--- config.mk ---
export PLATFORM = sky130hd
export DESIGN_NAME = alu_pipe
export DESIGN_NICKNAME = d
export VERILOG_FILES = /design/src/hw/ooo_pkg.sv /design/src/hw/alu_pipe.sv
export VERILOG_INCLUDE_DIRS = /design/src /design/src/hw
export SDC_FILE = /design/constraint.sdc
export NUM_CORES = 1
export LEC_CHECK = 0
export ABC_AREA = 1
export BUFFER_PORTS_ARGS = -buffer_cell sky130_fd_sc_hd__buf_4
export CORE_AREA = 4 4 181 183
export CTS_CLUSTER_SIZE = 14
export DETAILED_ROUTE_END_ITERATION = 10
export DIE_AREA = 0 0 185 187
export MAX_ROUTING_LAYER = met4
export PLACE_DENSITY = 0.66
export SLEW_MARGIN = 20
export SYNTH_ARGS = -nofsm -noshare
export SYNTH_HDL_FRONTEND = slang
export SYNTH_SLANG_ARGS = --single-unit
--- constraint.sdc ---
create_clock -name clk -period 2.6 [get_ports clk]
set_clock_uncertainty 0.1 [all_clocks]
set_input_delay 0.39 -clock clk [delete_from_list [all_inputs] [get_ports clk]]
set_output_delay 0.39 -clock clk [all_outputs]
set_load 0.05 [all_outputs]
--- src/hw/ooo_defines.svh ---
// Core sizing macros
`ifndef OOO_DEFINES_SVH
`define OOO_DEFINES_SVH

// Architectural integer registers, x0 included
`define OOO_ARCH_REGS 32

// Physical registers, p0 is hardwired to zero
`define OOO_PHYS_REGS 64

// Datapath width
`define OOO_XLEN 32

// Index widths for physical and architectural registers
`define OOO_PREG_W 6
`define OOO_AREG_W 5

`endif

--- src/hw/ooo_pkg.sv ---
// Shared core types
`default_nettype none

`include "ooo_defines.svh"

package ooo_pkg;

    // ALU operations supported by the single functional unit
    typedef enum logic [2:0] {
        alu_add,
        alu_sub,
        alu_and,
        alu_or,
        alu_xor,
        alu_sll,
        alu_srl,
        alu_slt
    } alu_op_e;

    // One instruction as it enters the core in program order
    typedef struct packed {
        alu_op_e                opcode;
        logic [`OOO_AREG_W-1:0] rs1;
        logic [`OOO_AREG_W-1:0] rs2;
        logic [`OOO_AREG_W-1:0] rd;
        logic [`OOO_XLEN-1:0]   imm;
        logic                   use_imm;
    } inst_t;

    // Physical source indices presented to a register file read port
    typedef struct packed {
        logic [`OOO_PREG_W-1:0] rs1_preg;
        logic [`OOO_PREG_W-1:0] rs2_preg;
    } prf_read_t;

    // Operand values and their busy bits after CDB bypass
    typedef struct packed {
        logic [`OOO_XLEN-1:0] rs1_value;
        logic [`OOO_XLEN-1:0] rs2_value;
        logic                 rs1_busy;
        logic                 rs2_busy;
    } prf_resp_t;

    // Operation handed from rename to the ALU
    typedef struct packed {
        alu_op_e                opcode;
        logic [`OOO_XLEN-1:0]   a;
        logic [`OOO_XLEN-1:0]   b;
        logic [`OOO_PREG_W-1:0] dest_preg;
        logic [`OOO_PREG_W-1:0] prev_preg;
        logic [`OOO_AREG_W-1:0] rd;
    } issue_t;

    // Writeback broadcast on the common data bus
    typedef struct packed {
        logic                   valid;
        logic [`OOO_PREG_W-1:0] dest_preg;
        logic [`OOO_PREG_W-1:0] prev_preg;
        logic [`OOO_AREG_W-1:0] rd;
        logic [`OOO_XLEN-1:0]   value;
    } cdb_t;

endpackage

`default_nettype wire

--- src/hw/alu_pipe.sv ---
// Two-stage integer ALU
`timescale 1ns/1ns
`default_nettype none

`include "ooo_defines.svh"

module alu_pipe
    import ooo_pkg::*;
(
    input  logic   clk,
    input  logic   rst,
    input  logic   issue_valid,
    input  issue_t issue,
    output cdb_t   cdb
);

    localparam int SHAMT_W = $clog2(`OOO_XLEN);

    issue_t               s1_q;
    logic                 s1_valid_q;
    logic [`OOO_XLEN-1:0] result;

    // Stage one holds the operation and its operands
    always_ff @(posedge clk) begin
        if (rst) begin
            s1_valid_q <= 1'b0;
        end else begin
            s1_valid_q <= issue_valid;
        end
    end

    always_ff @(posedge clk) begin
        if (issue_valid) begin
            s1_q <= issue;
        end
    end

    always_comb begin
        case (s1_q.opcode)
            alu_add: result = s1_q.a + s1_q.b;
            alu_sub: result = s1_q.a - s1_q.b;
            alu_and: result = s1_q.a & s1_q.b;
            alu_or:  result = s1_q.a | s1_q.b;
            alu_xor: result = s1_q.a ^ s1_q.b;
            // Only the low bits of b count as the shift amount
            alu_sll: result = s1_q.a << s1_q.b[SHAMT_W-1:0];
            alu_srl: result = s1_q.a >> s1_q.b[SHAMT_W-1:0];
            alu_slt: result = `OOO_XLEN'($signed(s1_q.a) < $signed(s1_q.b));
            default: result = '0;
        endcase
    end

    // Stage two drives the bus, the payload only moves with a valid result
    always_ff @(posedge clk) begin
        if (rst) begin
            cdb <= '0;
        end else begin
            cdb.valid <= s1_valid_q;
            if (s1_valid_q) begin
                cdb.dest_preg <= s1_q.dest_preg;
                cdb.prev_preg <= s1_q.prev_preg;
                cdb.rd        <= s1_q.rd;
                cdb.value     <= result;
            end
        end
    end

endmodule

`default_nettype wire

== Word-level counts from Yosys, hierarchy flattened ==
Cells that the tools add are included.

* Register bits after elaboration: 135
* Input port bits: 87
* Output and inout bits: 50
* Logic and storage cells: 29

* $add $sub $neg: 2
* Order comparisons: 1
* Equality and inequality tests: 7
* Shift operators: 2
* Mux-type cells: 1
* Bitwise operators: 3
* Reduce and logical (&&, ||, !) cells: 1

{| class="wikitable"
|+ Operators with widths
! kind !! number
|-
| 32-bit one-hot mux with 8 select lines || 1
|-
| 32-bit adder || 1
|-
| 32-bit bitwise AND || 1
|-
| 32-bit < comparator || 1
|-
| 32-bit bitwise OR || 1
|-
| 32-bit by 5-bit << shifter with 32-bit output || 1
|-
| 32-bit by 5-bit right shift with 32-bit output || 1
|-
| 32-bit subtractor || 1
|-
| 32-bit bitwise XOR || 1
|-
| 3-bit equality test (second input constant) || 4
|-
| 3-bit by 2-bit equality test with 1-bit output (second input constant) || 2
|-
| 3-bit by 1-bit equality test with 1-bit output (second input constant) || 1
|-
| 3-bit logical NOT || 1
|}

== Logic depth before layout (Yosys ltp) ==
* Depth in word-level cells: 2
* Mapped depth: 22
* Gate-level depth less buffers: 18

== Least setup slack after synthesis ==
No wires, ideal clock.

* Path type: register to register
* Start: register s1_q[20] (netlist name)
* End: register cdb[23] (netlist name)
* Library setup time: 0.118 ns
* Arrival: 2.349 ns
* Data required time: 2.382 ns
* Path slack: 0.033 ns
* Cell stages (with the launch flop): 23
* Path buffers: 4
* Period minus slack after synthesis: 2.567 ns
* Cell sequence: edfxtp_1 buf_2 clkinv_1 buf_2 buf_2 ha_1 buf_4 inv_2 nand2_1 inv_2 nand2_1 inv_1 nand2_1 nand2_1 nand2_1 nand2_1 nand2_1 nand2_1 nand2_1 nand3_1 nand2_1 nor2_1 nor2_1

* Word-level cells in the longest chain between the ends: 2
* Elaborated cells between the ends (all ways): 5
* Classes of those cells: add/sub: 2; shift: 2; mux: 1

{| class="wikitable"
|+ RTL lines
! element !! RTL line !! source
|-
| start: declaration || alu_pipe.sv:19 || <nowiki>issue_t s1_q;</nowiki>
|-
| start signal: assignment || alu_pipe.sv:34 || <nowiki>s1_q <= issue;</nowiki>
|-
| 32-bit subtractor, or another cell as far along || alu_pipe.sv:41 || <nowiki>alu_sub: result = s1_q.a - s1_q.b;</nowiki>
|-
| 32-bit one-hot mux with 8 select lines (*) || alu_pipe.sv:39 || <nowiki>case (s1_q.opcode)</nowiki>
|-
| end: declaration || alu_pipe.sv:14 || <nowiki>output cdb_t cdb</nowiki>
|}

Every way passes the cells marked *; elsewhere a longest branch is shown, timed or not.
A chain may end at the register's enable or synchronous reset.

== Final worst setup path ==
* Start: register s1_q[20] (netlist name)
* End: register cdb[4] (netlist name)

The elaborated chain is that of the path after synthesis.

==> out/results.md <==
• complete, but fails checks — status
• setup timing — failing checks
• 2772 — layout net count
• 4 — number of H-tree levels
• 185 microns — die extent in x
• 25.4% — Seq/Total Area, Yosys
• 135 — post-synthesis register bit count
• 0.0139 sq mm — Synth Cell Area
• 64.9 mm — wire length after detailed routing
• 0% — ys async rst share
• 0.00892 ns — hold slack
• edfxtp_1 18%, nand2_1 16%, nand3_1 12% — leading post-synthesis cells by cell area
• 6.24 sq um — Avg Synthesized Cell Area
• 18.1% — area share of the largest cell type after synthesis
• 2418 — post-synth net total
• 5.66 — detailed-route vias per instance
• issue[63] — HP Start
• 0 — global-route congestion overflow total
• s1_q[63] — end of the worst hold path
• 601 x nand2_1, 347 x nand3_1, 269 x inv_1, 238 x nor2_1, 106 x a21oi_1 — ranking of synthesized cells by instance count
• 2 — Bufs on Longest Clock Path
• 0 — count of max-cap constraint violations
• 136 — total of buffers placed on input and output ports
• s1_q[20] — startpoint of the worst register-to-register path
• nand2_1 — most frequent cell after synthesis
• flop — type of origin of the critical path
• -0.008 ns — setup slack of the most critical reg-to-reg path
• simple AND/OR/NAND/NOR gates — kind of cell with the highest combined delay on the critical path
• 84 — number of enable-type register cells in the synthesized netlist
• 0.00946 sq mm — area taken by multi-input logic gates
• edfxtp_1 — slowest library cell on the worst path
• 1 — worst hold path cell count
• clkbuf_16 — CTS root buf
• 0.46 ns — clk_lat worst skew
• clkinv_1 > ha_4 > inv_2 > a21oi_1 > nand2_2 > buf_4 > buf_4 > nor2_1 > nor3_1 > nor3_2 > o2111ai_4 > nand2_1 > inv_1 — cell-by-cell trace of the critical path
• 5 — number of buffers and inverters on the critical path
• 2.61 ns — final critical-path required period
• -0.00837 ns — fin worst setup slack
• 1940 — first-iteration detailed-routing DRC count
• 49 — count of unique library cells instantiated by Yosys
• 9.94 mW — total power of the final layout
• 2.86 ns — Worst EP arrival
• 2232 — post-synthesis instance total
• 0 — final antenna-violating net count
• 9.39 nW — standby leakage power
• 0.0346 sq mm — total die area
• 1.07 — Final GP Congestion
• 17 — Inserted Clock Buffers
• 21.6 microns — Routed wire per std cell
• 1 — antenna violations before repair
• 1 — final count of negative-setup-slack endpoints
• 92.7 mm — first-pass GRT wire length
• edfxtp_1 — Top FF cell, synth
• 17000 — via count of the routed design
• flop — Crit. End Element
• 44.6% — Starting Density
• 15500 — vias in the first global route
• 0.0312 sq mm — Floorplan Core Area
• buf_4 — cell repeated most along the worst path
• -0.00837 ns — Setup TNS
• 51.7 mm — HPWL Detailed
• 0.383 GHz — maximum clock frequency
• 137 — number of I/O pins
• 530 mW/mm^2 — P per Cell Area
• 135 — clock sink count
• flop to flop — Crit Path Category
• 5 — CP max FO
• yes — RSZ-0062 raised after global routing
• 0.821 ns — Least-Margin Pin Slew
• cdb[4] — RR Endpoint
• 36.6% — Global Route Usage Sum
• 25.4% — share of layout cells above drive strength 1
• 0.488 mV — VDD IR-drop max
• built — TritonCTS clock tree
• 0 — number of pins exceeding their max-slew limit in the final report
• 0 — DRC violations left
• 0.06 ns — clock-pin transition on the worst setup and hold timing paths
• 0.40 ns — CP max stage delay
• 0.00354 sq mm — sequential cell area
• 45.3% — Max-Slew Margin vs Limit
• edfxtp_1 — cell accounting for the most synthesized area
• 187 microns — DIE HEIGHT
• 74 — largest net degree at the start of global routing
• primary input to flop — Min-Delay Path Class
• 3014 — Filler Cells Inserted
• 2.85 ns — required time reported for the critical path endpoint
• 65 — number of rows created at floorplan
• 6 — length of the first detailed-routing pass in iterations
• 0 — number of warnings printed during yosys synthesis
• 0 — count of final hold-check violations
• 100% — Tcrit/Tclk final
• 13 — depth of the worst register-to-register path
• 34.6% — Layout Area Growth over Synthesis
layer usage:
metal	vias to the layer above	track usage, %	wire, microns
met5	-	-	0
met4	0	12.2	2640
met3	147	7.88	6450
met2	919	54.3	28100
met1	7895	49.6	27800
li1	8032	-	-
repair_timing:
action / in CTS / in global routing
setup buffers: 1 / 25
hold buffers: 26 / 3
pin swaps: 1 / 60
setup endpoints to repair: 15 / 32
hold endpoints to repair: 26 / 3
gates resized for setup: 19 / 200
cloned: 0 / 2
sequential cells by signal, indices dropped and copies added, names as in the netlist:
signal,flops
s1_valid_q,1
s1_q,84
cdb,50
layout by cell type (no fill, tap or decap), drive strengths merged, types with 2 or more instances in the layout:
cell type    instances
nand2              610
buf                416
nand3              350
inv                284
nor2               239
a21oi              121
o21ai              118
ha                  97
edfxtp              84
dfxtp               51
nand4               33
dlygate4sd3         29
nor3                23
clkbuf              22
o22ai               20
o211ai              19
o21a                16
o21bai              12
and2                 9
clkinv               9
o221ai               6
a211oi               4
xor2                 4
a221oi               3
and3                 3
bufinv               3
or2                  2
a31oi                2
fa                   2
a21o                 2
per-stage QoR:
step / worst slack (ns) / utilization, % / instance area, sq um / std cells
finish: -0.00837 / 60.0 / 18800 / 3001
global route: -0.143 / 60.0 / 18800 / 3001
CTS: -0.0412 / 56.7 / 17700 / 2973
detailed placement: -0.344 / 53.8 / 16800 / 2915
global placement: -0.380 / 53.8 / 16800 / 2915
floorplan: 0.0331 / - / 13900 / 2232
layout make-up:
cell class                 count  share of cell area [%]
clock inverter                11                   0.707
multi-input combinational   1699                    50.4
sequential                   135                    18.9
antenna                        1                  0.0133
inverter                     286                    5.72
clock buffer                  20                    2.33
timing repair buffer         447                    19.2
tap                          402                    2.68
cell families (layout without fill, tap and decap cells):
| family | after synthesis | count (layout) | share of synthesized area (%) |
|---|---|---|---|
| XOR/XNOR | 4 | 4 | 0.252 |
| AND/OR/NAND/NOR | 1271 | 1271 | 39.0 |
| buffers and inverters | 398 | 764 | 12.5 |
| multiplexers | 1 | 1 | 0.0719 |
| adder cells (fa/ha/maj) | 99 | 99 | 9.00 |
| other | 0 | 1 | 0 |
| flip-flops | 135 | 135 | 25.4 |
| AO/OA/AOI/OAI | 324 | 324 | 13.8 |
worst register-to-register path, delay by kind of cell (launching register included):
kind | cells | cell delay, ns
AOI/OAI and AO/OA | 2 | 0.44
buffers and inverters | 5 | 0.54
adders and majority gates | 1 | 0.34
DFF | 1 | 0.40
and+or+nand+nor | 5 | 0.67
how the worst max path moves through the flow:
stage	start	to	slack, ns	cells after the start
after CTS	s1_q[17]	cdb[16]	-0.04	14
after global routing	s1_q[17]	cdb[27]	-0.14	16
after detailed placement	s1_q[32]	cdb[16]	-0.34	11
final	s1_q[20]	cdb[4]	-0.008	13
after floorplan	s1_q[20]	cdb[23]	0.03	22
after global placement	s1_q[32]	cdb[16]	-0.38	11
where the power goes:
group          leakage (nW)  internal [mW]  switching (mW)
combinational          7.87           1.81            3.07
clock                 0.276           1.49           0.997
sequential             1.24           2.46           0.121
total                  9.39           5.76            4.19
No activity file was read; power rests on OpenSTA's default activity.
