===== src/hw/ooo_defines.svh =====
// Core sizing macros
`ifndef OOO_DEFINES_SVH
`define OOO_DEFINES_SVH

// Architectural integer registers, x0 included
`define OOO_ARCH_REGS 32

// Physical registers, p0 is hardwired to zero
`define OOO_PHYS_REGS 64

// Datapath width
`define OOO_XLEN 32

// Index widths for physical and architectural registers
`define OOO_PREG_W 6
`define OOO_AREG_W 5

`endif


===== src/hw/ooo_pkg.sv =====
// Shared core types
`default_nettype none

`include "ooo_defines.svh"

package ooo_pkg;

    // ALU operations supported by the single functional unit
    typedef enum logic [2:0] {
        alu_add,
        alu_sub,
        alu_and,
        alu_or,
        alu_xor,
        alu_sll,
        alu_srl,
        alu_slt
    } alu_op_e;

    // One instruction as it enters the core in program order
    typedef struct packed {
        alu_op_e                opcode;
        logic [`OOO_AREG_W-1:0] rs1;
        logic [`OOO_AREG_W-1:0] rs2;
        logic [`OOO_AREG_W-1:0] rd;
        logic [`OOO_XLEN-1:0]   imm;
        logic                   use_imm;
    } inst_t;

    // Physical source indices presented to a register file read port
    typedef struct packed {
        logic [`OOO_PREG_W-1:0] rs1_preg;
        logic [`OOO_PREG_W-1:0] rs2_preg;
    } prf_read_t;

    // Operand values and their busy bits after CDB bypass
    typedef struct packed {
        logic [`OOO_XLEN-1:0] rs1_value;
        logic [`OOO_XLEN-1:0] rs2_value;
        logic                 rs1_busy;
        logic                 rs2_busy;
    } prf_resp_t;

    // Operation handed from rename to the ALU
    typedef struct packed {
        alu_op_e                opcode;
        logic [`OOO_XLEN-1:0]   a;
        logic [`OOO_XLEN-1:0]   b;
        logic [`OOO_PREG_W-1:0] dest_preg;
        logic [`OOO_PREG_W-1:0] prev_preg;
        logic [`OOO_AREG_W-1:0] rd;
    } issue_t;

    // Writeback broadcast on the common data bus
    typedef struct packed {
        logic                   valid;
        logic [`OOO_PREG_W-1:0] dest_preg;
        logic [`OOO_PREG_W-1:0] prev_preg;
        logic [`OOO_AREG_W-1:0] rd;
        logic [`OOO_XLEN-1:0]   value;
    } cdb_t;

endpackage

`default_nettype wire


===== src/hw/phys_reg_file.sv =====
// Physical register file with busy bits
`timescale 1ns/1ns
`default_nettype none

`include "ooo_defines.svh"

module phys_reg_file
    import ooo_pkg::*;
(
    input  logic                   clk,
    input  logic                   rst,
    input  cdb_t                   cdb,
    input  logic                   alloc_valid,
    input  logic [`OOO_PREG_W-1:0] alloc_preg,
    input  prf_read_t              dispatch_req,
    output prf_resp_t              dispatch_resp,
    input  logic [`OOO_PREG_W-1:0] arch_preg,
    output logic [`OOO_XLEN-1:0]   arch_value
);

    logic [`OOO_XLEN-1:0]      value_q [`OOO_PHYS_REGS];
    logic [`OOO_PHYS_REGS-1:0] busy_q;
    logic                      cdb_write;

    // A broadcast to p0 comes from an instruction with rd x0 and stores nothing
    assign cdb_write = cdb.valid && (cdb.dest_preg != '0);

    always_ff @(posedge clk) begin
        if (rst) begin
            for (int i = 0; i < `OOO_PHYS_REGS; i++) begin
                value_q[i] <= '0;
            end
            busy_q <= '0;
        end else begin
            // The result lands and the dependency is resolved at the end of the broadcast
            if (cdb_write) begin
                value_q[cdb.dest_preg] <= cdb.value;
                busy_q[cdb.dest_preg]  <= 1'b0;
            end
            // A fresh destination stays busy until its own broadcast
            if (alloc_valid && (alloc_preg != '0)) begin
                busy_q[alloc_preg] <= 1'b1;
            end
        end
    end

    // Value seen by a read port, forwarding a broadcast in the same cycle
    function automatic logic [`OOO_XLEN-1:0] read_value(input logic [`OOO_PREG_W-1:0] preg);
        logic [`OOO_XLEN-1:0] result;
        if (preg == '0) begin
            result = '0;
        end else if (cdb_write && (cdb.dest_preg == preg)) begin
            result = cdb.value;
        end else begin
            result = value_q[preg];
        end
        return result;
    endfunction

    // Busy bit seen by a read port, cleared early by a matching broadcast
    function automatic logic read_busy(input logic [`OOO_PREG_W-1:0] preg);
        logic result;
        if (preg == '0) begin
            result = 1'b0;
        end else if (cdb_write && (cdb.dest_preg == preg)) begin
            result = 1'b0;
        end else begin
            result = busy_q[preg];
        end
        return result;
    endfunction

    always_comb begin
        // Dispatch port, each operand reads its own index
        dispatch_resp.rs1_value = read_value(dispatch_req.rs1_preg);
        dispatch_resp.rs1_busy  = read_busy(dispatch_req.rs1_preg);
        dispatch_resp.rs2_value = read_value(dispatch_req.rs2_preg);
        dispatch_resp.rs2_busy  = read_busy(dispatch_req.rs2_preg);
        // Architectural inspection port
        arch_value = read_value(arch_preg);
    end

endmodule

`default_nettype wire


===== config.mk =====
export PLATFORM = sky130hd
export DESIGN_NAME = phys_reg_file
export DESIGN_NICKNAME = d
export VERILOG_FILES = /design/src/hw/ooo_pkg.sv /design/src/hw/phys_reg_file.sv
export VERILOG_INCLUDE_DIRS = /design/src /design/src/hw
export SDC_FILE = /design/constraint.sdc
export NUM_CORES = 2
export LEC_CHECK = 0
export BUFFER_PORTS_ARGS = -buffer_cell sky130_fd_sc_hd__buf_2
export CAP_MARGIN = 20
export CORE_ASPECT_RATIO = 1.2
export CORE_MARGIN = 10
export CORE_UTILIZATION = 23
export DETAILED_ROUTE_END_ITERATION = 6
export GPL_ROUTABILITY_DRIVEN = 0
export PLACE_DENSITY_LB_ADDON = 0.12
export SETUP_SLACK_MARGIN = 0.5
export SLEW_MARGIN = 20
export SYNTH_ARGS = -nofsm -noshare
export SYNTH_HDL_FRONTEND = slang
export SYNTH_SLANG_ARGS = --single-unit

===== constraint.sdc =====
create_clock -name clk -period 3.05 [get_ports clk]
set_clock_uncertainty 0.15 [all_clocks]
set_input_delay 0.4575 -clock clk [delete_from_list [all_inputs] [get_ports clk]]
set_output_delay 0.4575 -clock clk [all_outputs]
set_load 0.03 [all_outputs]

# Word-level counts from Yosys, hierarchy flattened
# Memory sizes are Yosys's and may differ from the RTL's.
# Cells that the tools add are included.
# totals
output_inout_bits,98
ram_bits,2048
reg_bits,64
mem_count,1
word_cells,56
# memory_table
memory,depth,word_bits,rd,rd_ports_with_merged_regs,wr,line,text
value_q,64,32,3,0,64,phys_reg_file.sv:21,logic [`OOO_XLEN-1:0] value_q [`OOO_PHYS_REGS];
# classes
magnitude_cmp,6
n_eq_ne,3
reduce_logical,13
bitwise,3
n_mux,29
# op_table
cell,n
2-to-1 mux 32 bit,7
2-to-1 mux 64 bit,3
bitwise AND 64 bit,1
NOT 64 bit,1
bitwise OR 64 bit,1
OR reduction 32 bit,1
"less-than comparator 6 x 7 -> 1 bit, second input constant",4
equality test 6 bit,3
logical NOT 6 bit,3
2-to-1 mux 1 bit,14
binary-select mux 1 bit (select 6 bit),2
demux 1 bit (select 6 bit),2
">= comparator 6 x 1 -> 1 bit, second input constant",2
nonzero test 6 bit,2
logical AND 1 bit,7
2-to-1 mux 6 bit,1

# Longest topological paths before layout
# depth
word_depth,10
mapped_depth,11
depth_no_buf,6

# Worst setup path before layout
# OpenSTA, ideal clock, no wires.
# synth_timing
kind,input to output
from,input dispatch_req[3] (netlist bit)
to,output dispatch_resp[22] (netlist bit)
required_ns,2.442
t_arrival_ns,2.287
path_stages,7
setup_slack_ns,0.156
path_cell_list,buf_2 buf_4 buf_2 nor3b_2 clkbuf_1 a21oi_1 a21oi_1
# synth_rtl
item,line,text
start: declaration,phys_reg_file.sv:15,"input prf_read_t dispatch_req,"
end: declaration,phys_reg_file.sv:16,"output prf_resp_t dispatch_resp,"

==> flow_summary_export.csv <==
group,metric,value,unit
synth,seq_area_frac_synth,0.4776,
drt,totalWireLength,781.2,mm
sta,postLayoutSetupSlackWorst,-1.134,ns
final_layout,finish.utilization,0.3109,
critical_path,critPathArrivalTime,3.58,ns
sta,final_min_period_over_clock_period,1.372,
critical_path,critical_path.endpoint_type,"primary output",
critical_path,timing.critical_path.cells,"mux4_2 > mux2i_4 > buf_6 > o22ai_4 > buf_6 > a211oi_4 > buf_6 > a21oi_4 > buf_6",
die,std_cell_rows,304,
cts,tritoncts,"done",
synth,synth_enable_flop_cells,2048,
worst_hold_path,min_path_type,"in2reg",
pwr,power_leakage,63.79,nW
synth,synth_area,131400,µm²
final_layout,final_nets,11210,
final_layout,fraction_of_final_layout_cells_sized_beyond_drive_strength_1,0.4298,
placement,dp_hpwl,557.0,mm
cts,root_buffer,"sky130_fd_sc_hd__clkbuf_16",
global_route,antenna_found_initial,103,
cts,worst_setup_hold_path_clk_slew,0.06,ns
drt,wire_per_inst,41.35,µm
pwr,p_clk_frac,0.382,
placement,dpl_worst_slack,-1.769,ns
placement,cell_count_after_placement,18110,
drt,vias_per_cell,5.405,
run_status,outcome,"finished with violations",
final_layout,final_standard_cell_area_without_fillers,177200,µm²
placement,port_buffers,163,
critical_path,data_required_critical_path,2.44,ns
sta,worst_slew_margin_rel,0.1724,
drt,antenna_left,0,
sta,worst-slew-pin-transition,1.228,ns
global_route,grt_total_usage,0.2505,
critical_path,slowest_delay,0.57,ns
synth,synth.ff_latch_count,2112,
global_route,grt_max_degree,49,
critical_path,crit_top_cell,"sky130_fd_sc_hd__buf_6",
global_route,grt_remaining_overflow,0,
die,floorplan.die.height,848.1,µm
die,die_area,602200,µm²
synth,async_flop_share,0,
critical_path,crit_path_max_fanout,3,
global_route,first_global_vias,102400,
critical_path,critical_path.slowest_cell,"sky130_fd_sc_hd__a211oi_4",
pwr,pwr-share-seq,0.388,
critical_path,timing_worst_setup_path_type,"reg2out",
drt,drc,0,
sta,timing.setup.tns,-68.73,ns
flow_run,max-cap-violations,0,
sta,achievable-frequency,239.0,MHz
cts,clk_latency,0.97,ns
synth,yosys_most_used_dff,"sky130_fd_sc_hd__edfxtp_1",
die,coreArea,570200,µm²
final_layout,areaGrowthSynthToFinish,34.85,%
critical_path,worst_path_dominant_cell_family,"multiplexers",
run_status,failed_checks,"negative setup slack",
die,floorplan.initialDensity,0.2305,
cts,cts.sinks,2112,
die,dieWidth,710.1,µm
critical_path,startpoint_type,"flop",
critical_path,worst_path_buf_inv,4,
pwr,power_density,503.9,nW/µm²
synth,postSynthCellCount,9557,
pwr,combinationalPowerShare,0.231,
global_route,grt_pass1_wl,1019,mm
synth,synth_cell_type_count,67,
sta,min_period,4.184,ns
drt,drt-pass1-iter-count,5,
sta,timing.final.setup_violations,98,
drt,num_vias,102100,
sta,timing_hold_violations_final,0,
placement,placed_area,160800,µm²
final_layout,multi_input_comb_area,69480,µm²
cts,cts_buffers,280,
pwr,swShare,0.3092,
final_layout,finalNonFillerCells,18890,
sta,rsz0062_at_grt,"true",
pwr,power.switching,27.61,mW
final_layout,filler_cell_count,56410,
synth,ys.warnings.count,0,
final_layout,sequential_cell_area,62800,µm²
sta,slew_viol_final,0,
pwr,internal_power,61.69,mW
cts,clock_tree.buffer_depth,4,
drt,drt_first_iter_violations,12880,
die,floorplan.io_pins,175,
cts,htree_num_levels,5,
synth,post_synth.cell_area_avg,13.75,µm²
pwr,max-vdd-ir-drop,466.4,µV
## cell usage in the layout, fill, tap and decap left out, drive strengths merged, types with 85 or more instances in the layout
master	netlist	final
a21oi	128	128
a22oi	378	378
and2	2029	2029
buf	451	2312
clkbuf	631	349
clkinv	0	105
edfxtp	2048	2048
inv	69	85
mux2	104	104
mux2i	1031	1031
mux4	1198	1198
nand2	175	175
nand3	132	132
nor2	107	107
o21ai	324	324
## cells in the mapped netlist, drive strengths merged, types with 12 or more instances
cell | count | area (µm²)
edfxtp | 2048 | 61500
and2 | 2029 | 12690
mux4 | 1198 | 26990
mux2i | 1031 | 10320
clkbuf | 631 | 2390
buf | 451 | 3013
a22oi | 378 | 2838
o21ai | 324 | 1622
nand2 | 175 | 656.9
nand3 | 132 | 660.6
a21oi | 128 | 640.6
nor2 | 107 | 411.6
mux2 | 104 | 1171
a221oi | 84 | 735.7
nand2b | 80 | 503.0
a31oi | 72 | 450.4
o22ai | 70 | 437.9
inv | 69 | 259.0
dfxtp | 64 | 1281
a21o | 62 | 465.5
a211oi | 60 | 450.4
nand4 | 54 | 337.8
a22o | 37 | 324.1
o221ai | 31 | 271.5
nor3 | 27 | 165.2
nor2b | 26 | 165.2
o211ai | 23 | 172.7
xor2 | 12 | 105.1
## worst min-delay path: cells and delay by family
kind	cells	cell delay, ns
buf+inv	3	0.47
simple gates	1	0.14
## per-layer routing
| layer | global-route usage | up-vias | wire length, µm |
|---|---|---|---|
| met3 | 0.04478 | 1336 | 59030 |
| met4 | 0.1294 | 16 | 50750 |
| met1 | 0.3205 | 54640 | 309200 |
| met2 | 0.4050 | 5609 | 362100 |
| li1 | - | 40520 | - |
| met5 | 0 | - | 103 |
## timing repair
action / in CTS / in global routing
pin swaps: 223 / 148
setup endpoints to repair: 98 / 100
resized for setup: 856 / 222
cloned: 2 / 2
buffers inserted: 130 / 68
hold endpoints to repair: 244 / 0
hold buffers: 31 / 0
## path summary, 6_finish.rpt
kind         cells after the start  slack (ns)              to            from
min                              4        0.04  value_q[60][7]          cdb[7]
max reg2reg                      3        1.72       busy_q[2]       busy_q[2]
min reg2reg                      2        0.33      busy_q[24]      busy_q[24]
max                              9       -1.13   arch_value[1]  value_q[29][1]
## sequential cells by signal (all words and copies together) (netlist names)
name     count
busy_q      64
value_q   2048
## metrics by stage
step,power (mW),hold slack [ns]
2_1_floorplan,43.24,0.2906
3_3_place_gp,53.59,0.3140
3_5_place_dp,53.66,0.3198
4_1_cts,89.34,0.0001573
5_1_grt,91.29,0.05145
6_report,89.31,0.03819
## power groups by stage
stage               combinational [mW]  clock, mW  sequential [mW]
global route                      20.9       35.6             34.7
detailed placement                18.5          0             35.2
CTS                               20.1       34.7             34.5
global placement                  18.5          0             35.1
finish                            20.6       34.1             34.6
floorplan                         8.63          0             34.6
## final cells by class
| type | instances | share of cell area |
|---|---|---|
| repair buffers | 2344 | 0.1477 |
| diodes | 48 | 0.0006777 |
| multi-input cells | 6325 | 0.3920 |
| flip-flops and latches | 2112 | 0.3543 |
| inverters | 69 | 0.001468 |
| clock inverters | 154 | 0.008584 |
| well taps | 7497 | 0.05292 |
| clock buffers | 344 | 0.04239 |
## cells by family (layout without fill, tap and decap cells)
| group | Yosys count | count (layout) | share of synthesized area |
|---|---|---|---|
| AO/OA/AOI/OAI | 1280 | 1280 | 0.06486 |
| XOR/XNOR | 18 | 18 | 0.001199 |
| buffers and inverters | 1151 | 2911 | 0.04307 |
| flip-flops | 2112 | 2112 | 0.4776 |
| multiplexers | 2333 | 2333 | 0.2928 |
| other | 1 | 80 | 0.00002853 |
| AND/OR/NAND/NOR | 2662 | 2662 | 0.1204 |
(Power assumes the default switching activity.)
