### src/hw/ooo_defines.svh
// Core sizing macros
`ifndef OOO_DEFINES_SVH
`define OOO_DEFINES_SVH

// Architectural integer registers, x0 included
`define OOO_ARCH_REGS 32

// Physical registers, p0 is hardwired to zero
`define OOO_PHYS_REGS 64

// Datapath width
`define OOO_XLEN 32

// Index widths for physical and architectural registers
`define OOO_PREG_W 6
`define OOO_AREG_W 5

`endif

### src/hw/ooo_pkg.sv
// Shared core types
`default_nettype none

`include "ooo_defines.svh"

package ooo_pkg;

    // ALU operations supported by the single functional unit
    typedef enum logic [2:0] {
        alu_add,
        alu_sub,
        alu_and,
        alu_or,
        alu_xor,
        alu_sll,
        alu_srl,
        alu_slt
    } alu_op_e;

    // One instruction as it enters the core in program order
    typedef struct packed {
        alu_op_e                opcode;
        logic [`OOO_AREG_W-1:0] rs1;
        logic [`OOO_AREG_W-1:0] rs2;
        logic [`OOO_AREG_W-1:0] rd;
        logic [`OOO_XLEN-1:0]   imm;
        logic                   use_imm;
    } inst_t;

    // Physical source indices presented to a register file read port
    typedef struct packed {
        logic [`OOO_PREG_W-1:0] rs1_preg;
        logic [`OOO_PREG_W-1:0] rs2_preg;
    } prf_read_t;

    // Operand values and their busy bits after CDB bypass
    typedef struct packed {
        logic [`OOO_XLEN-1:0] rs1_value;
        logic [`OOO_XLEN-1:0] rs2_value;
        logic                 rs1_busy;
        logic                 rs2_busy;
    } prf_resp_t;

    // Operation handed from rename to the ALU
    typedef struct packed {
        alu_op_e                opcode;
        logic [`OOO_XLEN-1:0]   a;
        logic [`OOO_XLEN-1:0]   b;
        logic [`OOO_PREG_W-1:0] dest_preg;
        logic [`OOO_PREG_W-1:0] prev_preg;
        logic [`OOO_AREG_W-1:0] rd;
    } issue_t;

    // Writeback broadcast on the common data bus
    typedef struct packed {
        logic                   valid;
        logic [`OOO_PREG_W-1:0] dest_preg;
        logic [`OOO_PREG_W-1:0] prev_preg;
        logic [`OOO_AREG_W-1:0] rd;
        logic [`OOO_XLEN-1:0]   value;
    } cdb_t;

endpackage

`default_nettype wire

### src/hw/rename_unit.sv
// Register renaming and in-order issue
`timescale 1ns/1ns
`default_nettype none

`include "ooo_defines.svh"

module rename_unit
    import ooo_pkg::*;
(
    input  logic                   clk,
    input  logic                   rst,
    input  logic                   inst_valid,
    output logic                   inst_ready,
    input  inst_t                  inst,
    input  cdb_t                   cdb,
    output prf_read_t              dispatch_req,
    input  prf_resp_t              dispatch_resp,
    output logic                   alloc_valid,
    output logic [`OOO_PREG_W-1:0] alloc_preg,
    output logic                   issue_valid,
    output issue_t                 issue,
    input  logic [`OOO_AREG_W-1:0] arch_rs,
    output logic [`OOO_PREG_W-1:0] arch_preg
);

    // At most this many registers are unmapped at any time
    localparam int FREE_DEPTH = `OOO_PHYS_REGS - `OOO_ARCH_REGS;
    localparam int FREE_PTR_W = $clog2(FREE_DEPTH);

    logic [`OOO_PREG_W-1:0] rat_q [`OOO_ARCH_REGS];
    logic [`OOO_PREG_W-1:0] free_q [FREE_DEPTH];
    logic [FREE_PTR_W-1:0]  free_head_q;
    logic [FREE_PTR_W-1:0]  free_tail_q;
    logic [FREE_PTR_W:0]    free_count_q;
    logic                   has_rd;
    logic                   srcs_ready;
    logic                   accept;
    logic                   free_push;
    logic [`OOO_PREG_W-1:0] dest_preg;

    // Sources go through the RAT into the register file's dispatch port
    assign dispatch_req.rs1_preg = rat_q[inst.rs1];
    assign dispatch_req.rs2_preg = rat_q[inst.rs2];
    assign arch_preg             = rat_q[arch_rs];

    assign has_rd = (inst.rd != '0);
    // The second register operand is irrelevant when the immediate replaces it
    assign srcs_ready = !dispatch_resp.rs1_busy && (inst.use_imm || !dispatch_resp.rs2_busy);
    assign inst_ready = srcs_ready && (!has_rd || (free_count_q != '0));
    assign accept     = inst_valid && inst_ready;

    assign alloc_preg  = free_q[free_head_q];
    assign alloc_valid = accept && has_rd;
    // Writes to x0 keep p0 as their destination so nothing gets stored
    assign dest_preg   = has_rd ? alloc_preg : '0;

    // The old mapping retires once its successor broadcasts
    assign free_push = cdb.valid && (cdb.prev_preg != '0);

    always_ff @(posedge clk) begin
        if (rst) begin
            for (int i = 0; i < `OOO_ARCH_REGS; i++) begin
                rat_q[i] <= `OOO_PREG_W'(i);
            end
        end else if (alloc_valid) begin
            rat_q[inst.rd] <= alloc_preg;
        end
    end

    // Circular free list, full out of reset with the upper half of the file
    always_ff @(posedge clk) begin
        if (rst) begin
            for (int i = 0; i < FREE_DEPTH; i++) begin
                free_q[i] <= `OOO_PREG_W'(`OOO_ARCH_REGS + i);
            end
            free_head_q  <= '0;
            free_tail_q  <= '0;
            free_count_q <= (FREE_PTR_W + 1)'(FREE_DEPTH);
        end else begin
            if (alloc_valid) begin
                free_head_q <= free_head_q + 1'b1;
            end
            if (free_push) begin
                free_q[free_tail_q] <= cdb.prev_preg;
                free_tail_q         <= free_tail_q + 1'b1;
            end
            case ({free_push, alloc_valid})
                2'b10:   free_count_q <= free_count_q + 1'b1;
                2'b01:   free_count_q <= free_count_q - 1'b1;
                default: free_count_q <= free_count_q;
            endcase
        end
    end

    always_ff @(posedge clk) begin
        if (rst) begin
            issue_valid <= 1'b0;
        end else begin
            issue_valid <= accept;
        end
    end

    // Operands are captured at acceptance, forwarded values included
    always_ff @(posedge clk) begin
        if (accept) begin
            issue.opcode    <= inst.opcode;
            issue.a         <= dispatch_resp.rs1_value;
            issue.b         <= inst.use_imm ? inst.imm : dispatch_resp.rs2_value;
            issue.dest_preg <= dest_preg;
            issue.prev_preg <= has_rd ? rat_q[inst.rd] : '0;
            issue.rd        <= inst.rd;
        end
    end

endmodule

`default_nettype wire

### config.mk
export PLATFORM = sky130hd
export DESIGN_NAME = rename_unit
export DESIGN_NICKNAME = d
export VERILOG_FILES = /design/src/hw/ooo_pkg.sv /design/src/hw/rename_unit.sv
export VERILOG_INCLUDE_DIRS = /design/src /design/src/hw
export SDC_FILE = /design/constraint.sdc
export NUM_CORES = 1
export LEC_CHECK = 0
export BUFFER_PORTS_ARGS = -buffer_cell sky130_fd_sc_hd__buf_2
export CAP_MARGIN = 25
export CORE_MARGIN = 2
export CORE_UTILIZATION = 54
export DETAILED_ROUTE_END_ITERATION = 8
export PLACE_DENSITY = 0.77
export SLEW_MARGIN = 15
export SYNTH_ARGS = -nofsm -noshare
export SYNTH_HDL_FRONTEND = slang
export SYNTH_SLANG_ARGS = --single-unit
### constraint.sdc
create_clock -name clk -period 4.8 [get_ports clk]
set_input_delay 0.24 -clock clk [delete_from_list [all_inputs] [get_ports clk]]
set_output_delay 0.24 -clock clk [all_outputs]
set_load 0.01 [all_outputs]
== Word-level counts from Yosys, hierarchy flattened ==
Memories as Yosys holds them, arrays and structs flattened. A register that Yosys moved wholly into a read port is not among the register bits.
Index checks and enable logic that the tools add are counted.

* Flip-flop bits (word level): 95
* Bits in writable memories: 384
* Input port bits: 175
* Output and inout port bits: 111
* Logic and storage cells: 52
* Memories kept: 2

{| class="wikitable"
|+ Memory list
! memory !! depth !! bits a word !! read ports !! clocked after Yosys merged registers in !! write ports !! RTL line !! RTL
|-
| free_q || 32 || 6 || 1 || 1 || 32 || rename_unit.sv:31 || <nowiki>logic [`OOO_PREG_W-1:0] free_q [FREE_DEPTH];</nowiki>
|-
| rat_q || 32 || 6 || 4 || 1 || 32 || rename_unit.sv:30 || <nowiki>logic [`OOO_PREG_W-1:0] rat_q [`OOO_ARCH_REGS];</nowiki>
|}

* $add $sub $neg: 4
* Eq/ne operators: 2
* Mux-type cells: 18
* Reductions and logical operators: 17

{| class="wikitable"
|+ Operators with widths
! cell !! number
|-
| $mux 32 || 1
|-
| $mux 5 || 4
|-
| $mux 6 || 2
|-
| $pmux 6 s2 || 1
|-
| $reduce_bool 6->1 || 2
|-
| $reduce_or 6->1 || 2
|-
| $add 5x1->5 const B || 2
|-
| $mux 1 || 10
|-
| $add 6x1->6 const B || 1
|-
| $sub 6x1->6 const B || 1
|-
| $logic_and 1x1->1 || 5
|-
| $reduce_bool 5->1 || 1
|-
| $logic_not 1->1 || 4
|-
| $eq 2x1->1 const B || 1
|-
| $eq 2x2->1 const B || 1
|-
| $logic_or 1x1->1 || 2
|-
| $reduce_bool 2->1 || 1
|}

== Longest topological paths before layout ==
* Word-level depth: 11
* Gate-level depth with buffers: 12
* Depth with buffers taken out: 10

== Worst setup path before layout ==
Ideal clock, no wire load.

* Path type: input to register
* Start: in inst[35] (netlist name)
* End: reg issue[0] (netlist name) (enable)
* Arrival: 4.788 ns
* Required time: 4.273 ns
* Slack: -0.516 ns
* Cell stages on the path: 4
* Buffers on the path: 0
* Path through: or3_1 > nor3_1 > nor2_1 > nor2_1

* Longest elaborated chain between the ends: 5

{| class="wikitable"
|+ Ends and longest elaborated chain
! element !! RTL line !! RTL
|-
| start, declared || rename_unit.sv:14 || <nowiki>input inst_t inst,</nowiki>
|-
| $reduce_bool 5->1 || rename_unit.sv:46 || <nowiki>assign has_rd = (inst.rd != '0);</nowiki>
|-
| $logic_not 1->1 || rename_unit.sv:49 || <nowiki>assign inst_ready = srcs_ready && (!has_rd || (free_count_q != '0));</nowiki>
|-
| $logic_or 1x1->1 || rename_unit.sv:49 ||
|-
| $logic_and 1x1->1 || rename_unit.sv:49 ||
|-
| $logic_and 1x1->1 || rename_unit.sv:50 || <nowiki>assign accept = inst_valid && inst_ready;</nowiki>
|-
| named net accept || rename_unit.sv:37 || <nowiki>logic accept;</nowiki>
|-
| end, declared || rename_unit.sv:21 || <nowiki>output issue_t issue,</nowiki>
|}

The timed path passes the listed nets, and every way through them passes these cells.
A chain may end at the register's enable or synchronous reset.

==> metrics.txt <==
P_leak=a little under 10 nW; Final Instance Count excl. Fillers=between 2000 and 3000; EDFF count, synth=around 470; Post-CTS Setup Repair Bufs=0; pin slew with the least headroom to its limit=1064 ps; DRT iter0 DRCs=around 2300; first-pass GRT wire length=around 110000 um; min Tclk post-route=roughly 4000 ps; crit path launch type=flip-flop; CP max FO=46; setup TNS=0 ps; Worst-path clk slew=around 60 ps; hold_buf cts=100; synth unique cells=54; Inst Count DP=~2600; area of the core=0.04865 mm2; Psw=approximately 2.5 mW; WL/cell=between 20 and 30 um; RSZ-0062 raised after global routing=false; Placer Congestion=just under 1; Synth Cell Area=~0.026 mm2; die area=around 0.05 mm2; Area contributors post-synth=edfxtp_1 (53%), mux4_2 (19%), mux2i_1 (3.8%); layout cells sized above 1=around a third; maxcap violations=0; CTS buffer count=between 50 and 60; pwr/cell area=325.4 mW/mm2; Critical Path RT=4560 ps; Die X=225.1 um; Slew Viols, Final=0; Final Hold Viols=0; post-route ant nets=0; initial core utilization=54.28%; post-DP HPWL=slightly below 50000 um; synth warn=0; clk_lat worst skew=~630 ps; setup violators final=0; area delta synth->final=15.97%; CTS resizes=0; syn_area_per_cell=14.44 um2; Worst slew margin=between 20 and 30%; largest stage delay on the critical path=slightly above 1000 ps; critical path class=flip-flop to output port; status=finished clean; maximum vdd drop=between 0.2 and 0.3 mV; GR Util All Layers=between 30 and 40%; Vias/cell=between 6 and 7; cells after synthesis=roughly 1800; CP endpoint kind=output port; vias post-DR=between 15000 and 20000; IO buf count=between 200 and 250; I/O Pins=~290; htree depth=2; GRT overflow=0; clk sinks=between 400 and 500; Die Span Y=225.1 um; largest net degree at the start of global routing=82; DRT Pass-1 Iters=5; fmax=about 250 MHz; Setup Skew=about 50 ps; Int Pwr=7.478 mW; clk buf depth=3; Synth top area share=between 50% and 60%; Flop pwr share=roughly half; CTS tree=built; vias in the first global route=~18000; Clock Tree Root=clkbuf_16; critical path arrival=roughly 3800 ps; flops & latches, synth=490; Final #Nets=between 2000 and 2500; Slowest-stage cell, CP=or4_1; initial antenna violation count=4; Comb power frac=12.6%; CP top delay family=simple AND/OR/NAND/NOR gates; period utilization=between 80% and 90%; fraction of registers with async set/reset=0%; Synth area leader=edfxtp_1; worst path cell trace=buf_12 > mux2i_1 > a22oi_1 > a21oi_1 > or4_1 > inv_2 > buf_2; buffers and inverters on the worst path=3; row count=about 80; Main synth FF type=edfxtp_1; Switching Fraction=roughly a quarter; Clock power frac=about two fifths; register area share after synthesis=between 50% and 60%; DRC errors left=0; Hold Crit Class=input pin to flip-flop; Detailed Route WL=about 76000 um
[power by group through the flow]
stage / clock [mW] / sequential [mW] / combinational [mW]
after floorplan: 0 / 4.95 / 0.731
after global placement: 0 / 4.95 / 1.11
after detailed placement: 0 / 4.96 / 1.14
after CTS: 3.83 / 4.87 / 1.21
after global routing: 3.99 / 4.88 / 1.31
final: 3.83 / 4.87 / 1.26
[cells in the mapped netlist, drive strengths merged, types with 2 or more instances]
cell type	number
nor3b	4
or3b	3
or4	6
edfxtp	468
clkbuf	109
or3	100
nand3	31
a21oi	29
inv	12
dfxtp	22
and3	3
nand3b	5
nor3	25
mux2	50
xnor2	8
o21bai	2
or2	34
nor2b	7
nor4	2
and2	71
a21o	3
a221oi	6
mux4	228
buf	69
ha	10
nor2	185
a22o	6
nor4b	2
nand2b	33
xor2	4
mux2i	99
a22oi	60
nand2	114
a31oi	6
nand4	3
[layer usage]
metal	part of all wire, %	up-vias	track usage, %
li1	-	7646	-
met1	37	9096	42.06
met2	45	1352	44.85
met3	14	192	9.570
met4	3.5	6	9.912
met5	0.057	-	0
[per-stage QoR]
stage / utilization, % / hold WS, ps / instance area [um2] / total power, mW / setup WS (ps)
6_report: 62.96 / 71.24 / 30630 / 9.965 / 793.3
5_1_grt: 62.94 / 52.33 / 30620 / 10.18 / 724.5
4_1_cts: 62.74 / 31.21 / 30520 / 9.916 / 843.7
3_5_place_dp: 57.43 / 418.7 / 27940 / 6.093 / 1147
3_3_place_gp: 57.37 / 416.0 / 27910 / 6.063 / 1235
2_1_floorplan: - / 338.9 / 26430 / 5.685 / 890.6
[path summary, 6_finish.rpt]
kind,start,end,slack [ps],depth (start not counted)
worst min register to register,free_count_q[5],free_count_q[5],510,2
worst max-delay path,flip-flop,alloc_preg[2],790,7
worst min-delay path,inst[35],issue[2],70,1
worst max register to register,flip-flop,rat_q[16][2],1290,7
[placed cells by master, fill, tap and decap left out, types with 29 or more instances in the layout]
master and n:
dlygate4sd3_1 100, a21oi_1 29, nand3_1 31, edfxtp_1 468, buf_4 42, nand2_1 114
mux2i_1 99, mux2_2 50, mux4_2 228, a22oi_1 60, or2_2 34, buf_2 238
nand2b_1 33, nor2_1 165, and2_1 71, clkbuf_16 52, or3_1 100
[logic make-up after synthesis]
| group | Yosys count | share of synthesized area [%] |
|---|---|---|
| simple gates | 632 | 12.26 |
| flops | 490 | 54.88 |
| mux | 377 | 25.33 |
| buf+inv | 190 | 3.506 |
| compound gates | 116 | 3.056 |
| xor+xnor | 12 | 0.3980 |
| fa+ha+maj | 11 | 0.5496 |
| other cells | 1 | 0.01420 |
[state kept, by name, summed over array words and instances (netlist names), named ones only]
name          flops
free_q          192
rat_q           192
issue            84
free_count_q      6
free_head_q       5
free_tail_q       5
issue_valid       1
[area by class of cell]
class	instances	area, um2
Fill cell	3495	18020
Sequential cell	490	14500
Multi-Input combinational cell	1154	11040
Timing Repair Buffer	387	2673
Clock buffer	70	1399
Tap cell	622	778.2
Clock inverter	22	183.9
Inverter	12	45.04
Antenna cell	3	7.507
Power figures use the tool's default switching activity.
